File: config.mk
export PLATFORM = sky130hd
export DESIGN_NAME = fence_sync_top
export DESIGN_NICKNAME = d
export VERILOG_FILES = /design/src/source/sync_pkg.sv /design/src/source/cache_sync.sv /design/src/source/dcache_line_scanner.sv /design/src/source/fence_sync_top.sv /design/src/source/fetch_read_mux.sv /design/src/source/icache_bank.sv
export SDC_FILE = /design/constraint.sdc
export NUM_CORES = 2
export LEC_CHECK = 0
export BUFFER_PORTS_ARGS = -buffer_cell sky130_fd_sc_hd__buf_2
export CELL_PAD_IN_SITES_DETAIL_PLACEMENT = 0
export CELL_PAD_IN_SITES_GLOBAL_PLACEMENT = 1
export CORE_UTILIZATION = 53
export CTS_BUF_LIST = sky130_fd_sc_hd__clkbuf_4 sky130_fd_sc_hd__clkbuf_8
export DETAILED_ROUTE_END_ITERATION = 7
export GPL_TIMING_DRIVEN = 0
export PLACE_DENSITY_LB_ADDON = 0.1
export SLEW_MARGIN = 20
export SYNTH_ARGS = -nofsm -noshare
export SYNTH_HDL_FRONTEND = slang
export SYNTH_SLANG_ARGS = --single-unit
File: constraint.sdc
create_clock -name clk -period 12.9 [get_ports clk]
set_clock_uncertainty 0.1 [all_clocks]
set_input_delay 0.645 -clock clk [delete_from_list [all_inputs] [get_ports clk]]
set_output_delay 0.645 -clock clk [all_outputs]
set_load 0.02 [all_outputs]
File: src/source/sync_pkg.sv
// shared sizes for the fence.i sync path; 32-bit addresses, 16-byte lines, no byte enables
`default_nettype none

package sync_pkg;

  // address and line geometry
  localparam int ADDR_BITS     = 32;
  localparam int WORD_BITS     = 32;
  localparam int LINE_BITS     = 128;
  localparam int LINE_OFS_BITS = 4;
  // word select sits at address bits 3..2
  localparam int WORD_SEL_BITS = 2;
  // line address, bits 31..4
  localparam int TAG_BITS      = ADDR_BITS - LINE_OFS_BITS;

  // data cache, indexed by the low tag bits
  localparam int DC_LINES    = 8;
  localparam int DC_IDX_BITS = $clog2(DC_LINES);

  // instruction cache: tag[1:0] picks the bank, tag[3:2] the entry
  localparam int IC_BANKS      = 4;
  localparam int IC_BANK_BITS  = $clog2(IC_BANKS);
  localparam int IC_ENTRIES    = 4;
  localparam int IC_ENTRY_BITS = $clog2(IC_ENTRIES);
  localparam int IC_ENTRY_LSB  = IC_BANK_BITS;
  localparam int IC_TAG_LSB    = IC_BANK_BITS + IC_ENTRY_BITS;
  // stored tag is tag[27:4]
  localparam int IC_TAG_BITS   = TAG_BITS - IC_TAG_LSB;

  // sync engine states
  typedef enum logic [1:0] {
    SYNC_IDLE  = 2'd0,
    SYNC_READ  = 2'd1,
    SYNC_WRITE = 2'd2
  } sync_state_e;

  // data-cache scanner states
  typedef enum logic [1:0] {
    SCAN_IDLE  = 2'd0,
    SCAN_OFFER = 2'd1,
    SCAN_DONE  = 2'd2
  } scan_state_e;

endpackage

`default_nettype wire

File: src/source/cache_sync.sv
// fence.i engine; copies every offered line, one at a time; requester must drop fence req on ack
`timescale 1ns/100ps
`default_nettype none

module cache_sync import sync_pkg::*; (
  input  wire                  clk,
  input  wire                  rst,
  // fence.i handshake
  input  wire                  i_fencei_req,
  output logic                 o_fencei_ack,
  // data-cache read side
  input  wire                  i_dcache_rpackreq,
  input  wire  [TAG_BITS-1:0]  i_dcache_retag,
  input  wire  [LINE_BITS-1:0] i_dcache_rdata,
  input  wire                  i_dcache_ack,
  output logic                 o_dcache_req,
  output logic                 o_dcache_rpackack,
  // instruction-cache write side
  input  wire                  i_icache_ack,
  output logic                 o_icache_req,
  output logic [TAG_BITS-1:0]  o_icache_wetag,
  output logic [LINE_BITS-1:0] o_icache_wdata
);

  sync_state_e state;

  // data-cache request held for the whole sync
  assign o_dcache_req = (state != SYNC_IDLE);

  always_ff @(posedge clk) begin
    if (rst) begin
      state             <= SYNC_IDLE;
      o_fencei_ack      <= 1'b0;
      o_dcache_rpackack <= 1'b0;
      o_icache_req      <= 1'b0;
    end else begin
      // both acks are single-cycle pulses
      o_fencei_ack      <= 1'b0;
      o_dcache_rpackack <= 1'b0;
      case (state)
        SYNC_IDLE: begin
          // still-high req in the ack cycle is not a new fence
          if (i_fencei_req && !o_fencei_ack) begin
            state <= SYNC_READ;
          end
        end
        SYNC_READ: begin
          if (i_dcache_rpackreq) begin
            o_dcache_rpackack <= 1'b1;
            state             <= SYNC_WRITE;
          end else if (i_dcache_ack) begin
            // no lines left
            o_fencei_ack <= 1'b1;
            state        <= SYNC_IDLE;
          end
        end
        SYNC_WRITE: begin
          if (i_icache_ack) begin
            o_icache_req <= 1'b0;
            state        <= SYNC_READ;
          end else begin
            // raised the cycle after the line is latched
            o_icache_req <= 1'b1;
          end
        end
        default: state <= SYNC_IDLE;
      endcase
    end
  end

  // line latch, same edge as the rpackack
  always_ff @(posedge clk) begin
    if ((state == SYNC_READ) && i_dcache_rpackreq) begin
      o_icache_wetag <= i_dcache_retag;
      o_icache_wdata <= i_dcache_rdata;
    end
  end

  // scanner never offers a line in its done state
  a_ack_not_with_offer: assert property (@(posedge clk) disable iff (rst)
    !(i_dcache_ack && i_dcache_rpackreq));

  // exactly one bank answers, one cycle after the request
  a_bank_answers: assert property (@(posedge clk) disable iff (rst)
    $rose(o_icache_req) |=> i_icache_ack);

endmodule

`default_nettype wire

File: src/source/dcache_line_scanner.sv
// stores must not overlap a sync; a store to a new tag zeroes the rest of the line, no write-back
`timescale 1ns/100ps
`default_nettype none

module dcache_line_scanner import sync_pkg::*; (
  input  wire                 clk,
  input  wire                 rst,
  // word store port
  input  wire                 i_st_valid,
  input  wire [ADDR_BITS-1:0] i_st_addr,
  input  wire [WORD_BITS-1:0] i_st_data,
  // sync side, request held by the engine
  input  wire                 i_sync_req,
  input  wire                 i_rpackack,
  output logic                o_rpackreq,
  output logic [TAG_BITS-1:0] o_retag,
  output logic [LINE_BITS-1:0] o_rdata,
  output logic                o_ack
);

  // line storage, payload without reset
  logic [TAG_BITS-1:0]    line_tag  [DC_LINES];
  logic [LINE_BITS-1:0]   line_data [DC_LINES];
  logic [DC_LINES-1:0]    line_valid;

  // store address split
  logic [TAG_BITS-1:0]      st_tag;
  logic [DC_IDX_BITS-1:0]   st_idx;
  logic [WORD_SEL_BITS-1:0] st_word;
  logic                     st_hit;
  logic [LINE_BITS-1:0]     fresh_line;

  // scan walk
  scan_state_e            scan_state;
  logic [DC_IDX_BITS-1:0] scan_ptr;
  logic                   scan_last;
  logic                   scan_step;

  assign st_tag  = i_st_addr[ADDR_BITS-1:LINE_OFS_BITS];
  assign st_idx  = st_tag[DC_IDX_BITS-1:0];
  assign st_word = i_st_addr[LINE_OFS_BITS-1 -: WORD_SEL_BITS];
  assign st_hit  = line_valid[st_idx] && (line_tag[st_idx] == st_tag);

  // replacement line: new word in place, others zero
  always_comb begin
    fresh_line = '0;
    fresh_line[st_word*WORD_BITS +: WORD_BITS] = i_st_data;
  end

  // tag and data arrays
  always_ff @(posedge clk) begin
    if (i_st_valid) begin
      if (st_hit) begin
        line_data[st_idx][st_word*WORD_BITS +: WORD_BITS] <= i_st_data;
      end else begin
        line_tag[st_idx]  <= st_tag;
        line_data[st_idx] <= fresh_line;
      end
    end
  end

  // valid bits only ever get set, nothing invalidates
  always_ff @(posedge clk) begin
    if (rst) begin
      line_valid <= '0;
    end else if (i_st_valid) begin
      line_valid[st_idx] <= 1'b1;
    end
  end

  assign scan_last = (scan_ptr == DC_IDX_BITS'(DC_LINES - 1));
  // skip an invalid line, or move on once the offered one is taken
  assign scan_step = !line_valid[scan_ptr] || i_rpackack;

  always_ff @(posedge clk) begin
    if (rst) begin
      scan_state <= SCAN_IDLE;
      scan_ptr   <= '0;
    end else begin
      case (scan_state)
        SCAN_IDLE: begin
          if (i_sync_req) begin
            scan_ptr   <= '0;
            scan_state <= SCAN_OFFER;
          end
        end
        SCAN_OFFER: begin
          if (scan_step) begin
            if (scan_last) begin
              scan_state <= SCAN_DONE;
            end else begin
              scan_ptr <= scan_ptr + 1'b1;
            end
          end
        end
        SCAN_DONE: begin
          // wait for the engine to release its request
          if (!i_sync_req) begin
            scan_state <= SCAN_IDLE;
          end
        end
        default: scan_state <= SCAN_IDLE;
      endcase
    end
  end

  // offer held stable until acked
  assign o_rpackreq = (scan_state == SCAN_OFFER) && line_valid[scan_ptr];
  assign o_retag    = line_tag[scan_ptr];
  assign o_rdata    = line_data[scan_ptr];
  assign o_ack      = (scan_state == SCAN_DONE) && i_sync_req;

  // a store in the middle of a walk could tear an offered line
  a_no_store_in_sync: assert property (@(posedge clk) disable iff (rst)
    i_sync_req |-> !i_st_valid);

  a_ack_needs_offer: assert property (@(posedge clk) disable iff (rst)
    i_rpackack |-> o_rpackreq);

endmodule

`default_nettype wire

File: src/source/fence_sync_top.sv
// fence.i sync subsystem; no memory behind either cache, no stores while i_fencei_req is high
`timescale 1ns/100ps
`default_nettype none

module fence_sync_top import sync_pkg::*; (
  input  wire                  clk,
  input  wire                  rst,
  // store port
  input  wire                  i_st_valid,
  input  wire  [ADDR_BITS-1:0] i_st_addr,
  input  wire  [WORD_BITS-1:0] i_st_data,
  // fence port
  input  wire                  i_fencei_req,
  output logic                 o_fencei_ack,
  // fetch port
  input  wire                  i_fetch_valid,
  input  wire  [ADDR_BITS-1:0] i_fetch_addr,
  output logic                 o_fetch_hit,
  output logic [WORD_BITS-1:0] o_fetch_insn
);

  // scanner to engine
  logic                    sync_dcache_req;
  logic                    dcache_rpackreq;
  logic [TAG_BITS-1:0]     dcache_retag;
  logic [LINE_BITS-1:0]    dcache_rdata;
  logic                    dcache_rpackack;
  logic                    dcache_ack;

  // engine to banks, broadcast
  logic                    icache_req;
  logic [TAG_BITS-1:0]     icache_wetag;
  logic [LINE_BITS-1:0]    icache_wdata;
  logic                    icache_ack;
  logic [IC_BANKS-1:0]     bank_wr_ack;

  // banks to fetch path
  logic [IC_BANKS-1:0]           bank_hit;
  logic [IC_BANKS*LINE_BITS-1:0] bank_line;
  logic [IC_ENTRY_BITS-1:0]      rd_entry;
  logic [IC_TAG_BITS-1:0]        rd_tag;

  dcache_line_scanner dcache_line_scanner_inst (
    .clk        (clk),
    .rst        (rst),
    .i_st_valid (i_st_valid),
    .i_st_addr  (i_st_addr),
    .i_st_data  (i_st_data),
    .i_sync_req (sync_dcache_req),
    .i_rpackack (dcache_rpackack),
    .o_rpackreq (dcache_rpackreq),
    .o_retag    (dcache_retag),
    .o_rdata    (dcache_rdata),
    .o_ack      (dcache_ack)
  );

  cache_sync cache_sync_inst (
    .clk               (clk),
    .rst               (rst),
    .i_fencei_req      (i_fencei_req),
    .o_fencei_ack      (o_fencei_ack),
    .i_dcache_rpackreq (dcache_rpackreq),
    .i_dcache_retag    (dcache_retag),
    .i_dcache_rdata    (dcache_rdata),
    .i_dcache_ack      (dcache_ack),
    .o_dcache_req      (sync_dcache_req),
    .o_dcache_rpackack (dcache_rpackack),
    .i_icache_ack      (icache_ack),
    .o_icache_req      (icache_req),
    .o_icache_wetag    (icache_wetag),
    .o_icache_wdata    (icache_wdata)
  );

  // only the addressed bank acks, so OR is enough
  assign icache_ack = |bank_wr_ack;

  for (genvar g = 0; g < IC_BANKS; g++) begin : g_bank
    icache_bank #(
      .BANK_ID (g)
    ) icache_bank_inst (
      .clk        (clk),
      .rst        (rst),
      .i_wr_req   (icache_req),
      .i_wr_tag   (icache_wetag),
      .i_wr_data  (icache_wdata),
      .o_wr_ack   (bank_wr_ack[g]),
      .i_rd_entry (rd_entry),
      .i_rd_tag   (rd_tag),
      .o_rd_hit   (bank_hit[g]),
      .o_rd_line  (bank_line[g*LINE_BITS +: LINE_BITS])
    );
  end

  fetch_read_mux fetch_read_mux_inst (
    .clk           (clk),
    .rst           (rst),
    .i_fetch_valid (i_fetch_valid),
    .i_fetch_addr  (i_fetch_addr),
    .i_bank_hit    (bank_hit),
    .i_bank_line   (bank_line),
    .o_rd_entry    (rd_entry),
    .o_rd_tag      (rd_tag),
    .o_fetch_hit   (o_fetch_hit),
    .o_fetch_insn  (o_fetch_insn)
  );

endmodule

`default_nettype wire

File: src/source/fetch_read_mux.sv
// fetch path with one cycle latency; hit is qualified by fetch valid, word only meaningful on hit
`timescale 1ns/100ps
`default_nettype none

module fetch_read_mux import sync_pkg::*; (
  input  wire                           clk,
  input  wire                           rst,
  input  wire                           i_fetch_valid,
  input  wire  [ADDR_BITS-1:0]          i_fetch_addr,
  // per-bank read results, bank 0 in the low slice
  input  wire  [IC_BANKS-1:0]           i_bank_hit,
  input  wire  [IC_BANKS*LINE_BITS-1:0] i_bank_line,
  output logic [IC_ENTRY_BITS-1:0]      o_rd_entry,
  output logic [IC_TAG_BITS-1:0]        o_rd_tag,
  output logic                          o_fetch_hit,
  output logic [WORD_BITS-1:0]          o_fetch_insn
);

  logic [TAG_BITS-1:0]      fetch_tag;
  logic [IC_BANK_BITS-1:0]  fetch_bank;
  logic [WORD_SEL_BITS-1:0] fetch_word;
  logic [LINE_BITS-1:0]     sel_line;

  // same split as the bank write side
  assign fetch_tag  = i_fetch_addr[ADDR_BITS-1:LINE_OFS_BITS];
  assign fetch_bank = fetch_tag[IC_BANK_BITS-1:0];
  assign fetch_word = i_fetch_addr[LINE_OFS_BITS-1 -: WORD_SEL_BITS];
  // every bank looks up the same entry
  assign o_rd_entry = fetch_tag[IC_ENTRY_LSB +: IC_ENTRY_BITS];
  assign o_rd_tag   = fetch_tag[TAG_BITS-1:IC_TAG_LSB];

  assign sel_line = i_bank_line[fetch_bank*LINE_BITS +: LINE_BITS];

  always_ff @(posedge clk) begin
    if (rst) begin
      o_fetch_hit <= 1'b0;
    end else begin
      o_fetch_hit <= i_fetch_valid && i_bank_hit[fetch_bank];
    end
  end

  // word pick
  always_ff @(posedge clk) begin
    o_fetch_insn <= sel_line[fetch_word*WORD_BITS +: WORD_BITS];
  end

endmodule

`default_nettype wire

File: src/source/icache_bank.sv
// one icache bank; BANK_ID must be below IC_BANKS, reads are combinational, no invalidate
`timescale 1ns/100ps
`default_nettype none

module icache_bank import sync_pkg::*; #(
  parameter int BANK_ID = 0
) (
  input  wire                      clk,
  input  wire                      rst,
  // write port from the sync engine
  input  wire                      i_wr_req,
  input  wire  [TAG_BITS-1:0]      i_wr_tag,
  input  wire  [LINE_BITS-1:0]     i_wr_data,
  output logic                     o_wr_ack,
  // fetch read port
  input  wire  [IC_ENTRY_BITS-1:0] i_rd_entry,
  input  wire  [IC_TAG_BITS-1:0]   i_rd_tag,
  output logic                     o_rd_hit,
  output logic [LINE_BITS-1:0]     o_rd_line
);

  logic [IC_TAG_BITS-1:0] ent_tag  [IC_ENTRIES];
  logic [LINE_BITS-1:0]   ent_line [IC_ENTRIES];
  logic [IC_ENTRIES-1:0]  ent_valid;

  logic [IC_ENTRY_BITS-1:0] wr_entry;
  logic                     wr_take;

  assign wr_entry = i_wr_tag[IC_ENTRY_LSB +: IC_ENTRY_BITS];
  // own bank only; no second take while the ack is out
  assign wr_take  = i_wr_req && !o_wr_ack &&
                    (i_wr_tag[IC_BANK_BITS-1:0] == IC_BANK_BITS'(BANK_ID));

  always_ff @(posedge clk) begin
    if (wr_take) begin
      ent_tag[wr_entry]  <= i_wr_tag[TAG_BITS-1:IC_TAG_LSB];
      ent_line[wr_entry] <= i_wr_data;
    end
  end

  always_ff @(posedge clk) begin
    if (rst) begin
      ent_valid <= '0;
      o_wr_ack  <= 1'b0;
    end else begin
      o_wr_ack <= wr_take;
      if (wr_take) begin
        ent_valid[wr_entry] <= 1'b1;
      end
    end
  end

  // tag compare on the addressed entry
  assign o_rd_hit  = ent_valid[i_rd_entry] && (ent_tag[i_rd_entry] == i_rd_tag);
  assign o_rd_line = ent_line[i_rd_entry];

endmodule

`default_nettype wire

==> results by group <==
Run status
  – Status: completed

Setup path
  – Crit path max fanout: 10
  – Critical Path Sink Type: flop
  – Crit Path Category: in2reg
  – Worst Path Arrival: 5.71 ns
  – Worst setup SP type: primary input
  – WP data required: 13.60 ns

Global route
  – Global-route wire length before repair: 582 mm
  – Largest net degree at the start of global routing: 61
  – Tot GR Track Use: 29.8%
  – Gr ovfl total: 0
  – Vias in the first global route: 74.8k
  – Initial antenna violation count: 40

STA
  – Max Clock Freq: 200 MHz
  – Unrepaired setup endpoints after global routing: false
  – Final Hold Viols: 0
  – Pins over their slew limit: 0
  – Min cycle time layout: 5.01 ns
  – Tcrit/Tclk final: 38.8%
  – Final setup fails: 0
  – Slew HR: 17.9%
  – Total Neg Setup Slack: 0 ns
  – Worst-margin pin slew: 1.23 ns

Synthesis
  – Synth cell types: 59
  – Synthesis-stage register bit count: 3907
  – Number of enable flip-flop cells after synthesis: 3836
  – Synthesized area: 0.149 mm2
  – Main flop type after synthesis: edfxtp_1
  – Avg Cell Area, Syn: 23.9 um2
  – Yosys Warn Count: 0
  – Sequential element share of the synthesized area: 78.0%
  – Syn Nets: 6356
  – Post-Syn Instances: 6249
  – FFs w/ async S/R, synth: 0%

Route
  – Final wirelength: 420 mm
  – Met3 routed WL: 39.8 mm
  – Iter 0 DRT Violations: 9151
  – Routed vias/inst: 6.38
  – Vias: 74.1k
  – Top sig layer: met5
  – DRT Pass-1 Iters: 6
  – Detailed-route wire length per cell: 36.2 um
  – M1 WL: 171 mm
  – Post-route antenna net violation count: 0
  – DRC viols: 0
  – Met2 wire len: 198 mm

CTS
  – Clk slew on worst S/H paths: 0.06 ns
  – CTS Sinks: 3907
  – Clk buf depth: 4
  – CTS tree: done
  – Worst skew pair latency: 1.18 ns
  – Cts bufs inserted: 625
  – H-tree levels: 6
  – Clock root buffer: clkbuf_8

Pwr
  – Switching Share: 22.3%
  – Net Sw Power: 5.73 mW
  – Pwr Total: 25.7 mW
  – Clock power frac: 40.6%
  – Gate power share: 5.0%
  – Maximum VDD drop: 0.0000968 V
  – Pint: 20.0 mW
  – Sequential share of power: 54.4%
  – PwrDens: 148 mW/mm2
  – P_leak: 52.6 nW

Cells and area
  – Share of cells above drive strength 1: 37.4%
  – Synth-to-Final Area Change: 16.4%
  – Nets: 7474

Floorplan
  – Die Area: 0.284 mm2
  – Ports: 135
  – Die Width: 533 um
  – Initial Util: 53.4%
  – Die Y: 533 um
  – Rows: 194
  – Core area: 0.280 mm2

Min path
  – HP Class: in2reg

Placement
  – Routability-driven placement congestion ratio: 0.809
  – Port Buffer Count: 122
  – Hpwl dp: 285 mm

Run
  – Max_cap viols: 0
[logic make-up after synthesis]
group                    count (synthesis)  share of synthesized area [%]
adder cells (fa/ha/maj)                  6                         0.0502
AO/OA/AOI/OAI                          206                          0.794
XOR/XNOR                               114                          0.668
buffers and inverters                  353                          0.980
multiplexers                          1328                           18.4
AND/OR/NAND/NOR                        335                           1.13
flip-flops                            3907                           78.0
[cell usage in the layout (no fill, tap or decap), types with 64 or more instances in the layout]
master	Yosys	layout
edfxtp_1	3836	3836
mux4_2	1112	1112
clkbuf_8	0	647
clkbuf_4	0	244
buf_2	54	228
mux2_2	174	174
clkbuf_1	182	145
clkinv_1	2	122
buf_16	0	108
a21oi_1	139	107
buf_4	7	98
buf_12	0	82
nand3_1	81	81
dfxtp_1	71	71
dlygate4sd3_1	0	64
[cells in the mapped netlist, types with 3 or more instances]
library cell,number,area share [%]
o22ai_1,9,0.038
nor3b_1,3,0.015
nand2_1,54,0.14
o21ai_0,14,0.047
inv_1,13,0.033
a21oi_1,139,0.47
xor2_1,58,0.34
edfxtp_1,3836,77
nor2_1,78,0.20
a22oi_1,3,0.015
nand4b_1,3,0.018
ha_1,6,0.050
a221oi_1,3,0.018
nand3_1,81,0.27
mux4_2,1112,17
o31a_1,3,0.018
dfxtp_1,71,0.95
buf_1,88,0.22
buf_6,6,0.045
buf_2,54,0.18
nand2b_1,10,0.042
or3_1,5,0.021
xnor2_1,56,0.33
a31oi_1,6,0.025
a22o_1,3,0.018
a32oi_1,3,0.018
and2_1,34,0.14
mux2i_1,41,0.27
buf_4,7,0.035
a211oi_1,5,0.025
a21oi_2,5,0.029
nand4_1,17,0.071
mux2_2,174,1.3
clkbuf_1,182,0.46
nor3_1,14,0.047
nor2b_1,10,0.042
nor4_1,15,0.063
[power groups by stage]
| stage | logic, mW | registers [mW] | clock network, mW |
|---|---|---|---|
| 2_1_floorplan | 0.687 | 14.3 | 0 |
| 3_3_place_gp | 1.23 | 14.3 | 0 |
| 6_report | 1.29 | 14.0 | 10.4 |
| 4_1_cts | 1.30 | 14.0 | 10.6 |
| 3_5_place_dp | 1.28 | 14.3 | 0 |
| 5_1_grt | 1.34 | 14.0 | 11.1 |
[stage by stage]
| step | instance area [um2] | util [%] | instances | hold slack, ns | setup WS, ns |
|---|---|---|---|---|---|
| after floorplan | 149000 | - | 6249 | 0.335 | 0.515 |
| after global placement | 155000 | 55.3 | 10100 | 0.347 | -14.06 |
| after detailed placement | 161000 | 57.5 | 10400 | 0.358 | 7.33 |
| after CTS | 174000 | 62.1 | 11600 | 0.00970 | 8.03 |
| after global routing | 174000 | 62.1 | 11600 | 0.0931 | 7.73 |
| final | 174000 | 62.1 | 11600 | 0.107 | 7.89 |
[worst max-delay path, cell delays in order]
cell and delay [ns]:
dlygate4sd3_1 0.54, buf_2 0.21, buf_4 0.23, buf_6 0.25
buf_4 0.26, buf_2 0.47, mux2i_1 0.32, xor2_1 0.36
o2111ai_1 0.30, nor3_1 0.30, a41oi_2 0.43, buf_4 0.39
buf_6 0.18, a21oi_1 0.77
[worst paths after layout]
kind / from / end / slack [ns] / depth (start not counted)
max: i_st_addr[4] / dcache_line_scanner_inst.line_data[5][65] / 7.89 / 14
min reg2reg: g_bank[2].icache_bank_inst.ent_valid[2] / g_bank[2].icache_bank_inst.ent_valid[2] / 0.37 / 2
min: i_fetch_addr[9] / fetch_read_mux_inst.o_fetch_hit / 0.11 / 5
max reg2reg: dcache_line_scanner_inst.line_tag[1][18] / dcache_line_scanner_inst.line_data[5][65] / 8.61 / 9
[state kept, by name (all words and copies together), names as in the netlist, 3 cells and up]
register and cells:
g_bank.icache_bank_inst.ent_line 2048, dcache_line_scanner_inst.line_data 1024, g_bank.icache_bank_inst.ent_tag 384, dcache_line_scanner_inst.line_tag 224, cache_sync_inst.o_icache_wdata 128, fetch_read_mux_inst.o_fetch_insn 32, cache_sync_inst.o_icache_wetag 28, g_bank.icache_bank_inst.ent_valid 16
dcache_line_scanner_inst.line_valid 8, g_bank.icache_bank_inst.o_wr_ack 4, dcache_line_scanner_inst.scan_ptr 3
[cell type report]
type	count	area, um2
clock buffer	891	10700
multi-input combinational	1989	31900
fill	19200	106000
inverter	16	67.6
antenna	39	97.6
clock inverter	224	1450
timing repair buffer	491	6840
buffer	337	1520
tap	3724	4660
sequential	3907	117000
[timing repair]
item / CTS / global route
resized for setup: 0 / 0
hold buffers: 64 / 0
setup buffers: 0 / 0
hold endpoints to repair: 1196 / 0
[metal layers]
layer  up-vias  global-route usage, %
li1      29200                      -
met1     40300                   43.5
met2      3931                   46.0
met3       620                   6.30
met4        20                   8.43
met5         -                      0
No activity file was read; power rests on OpenSTA's default activity.
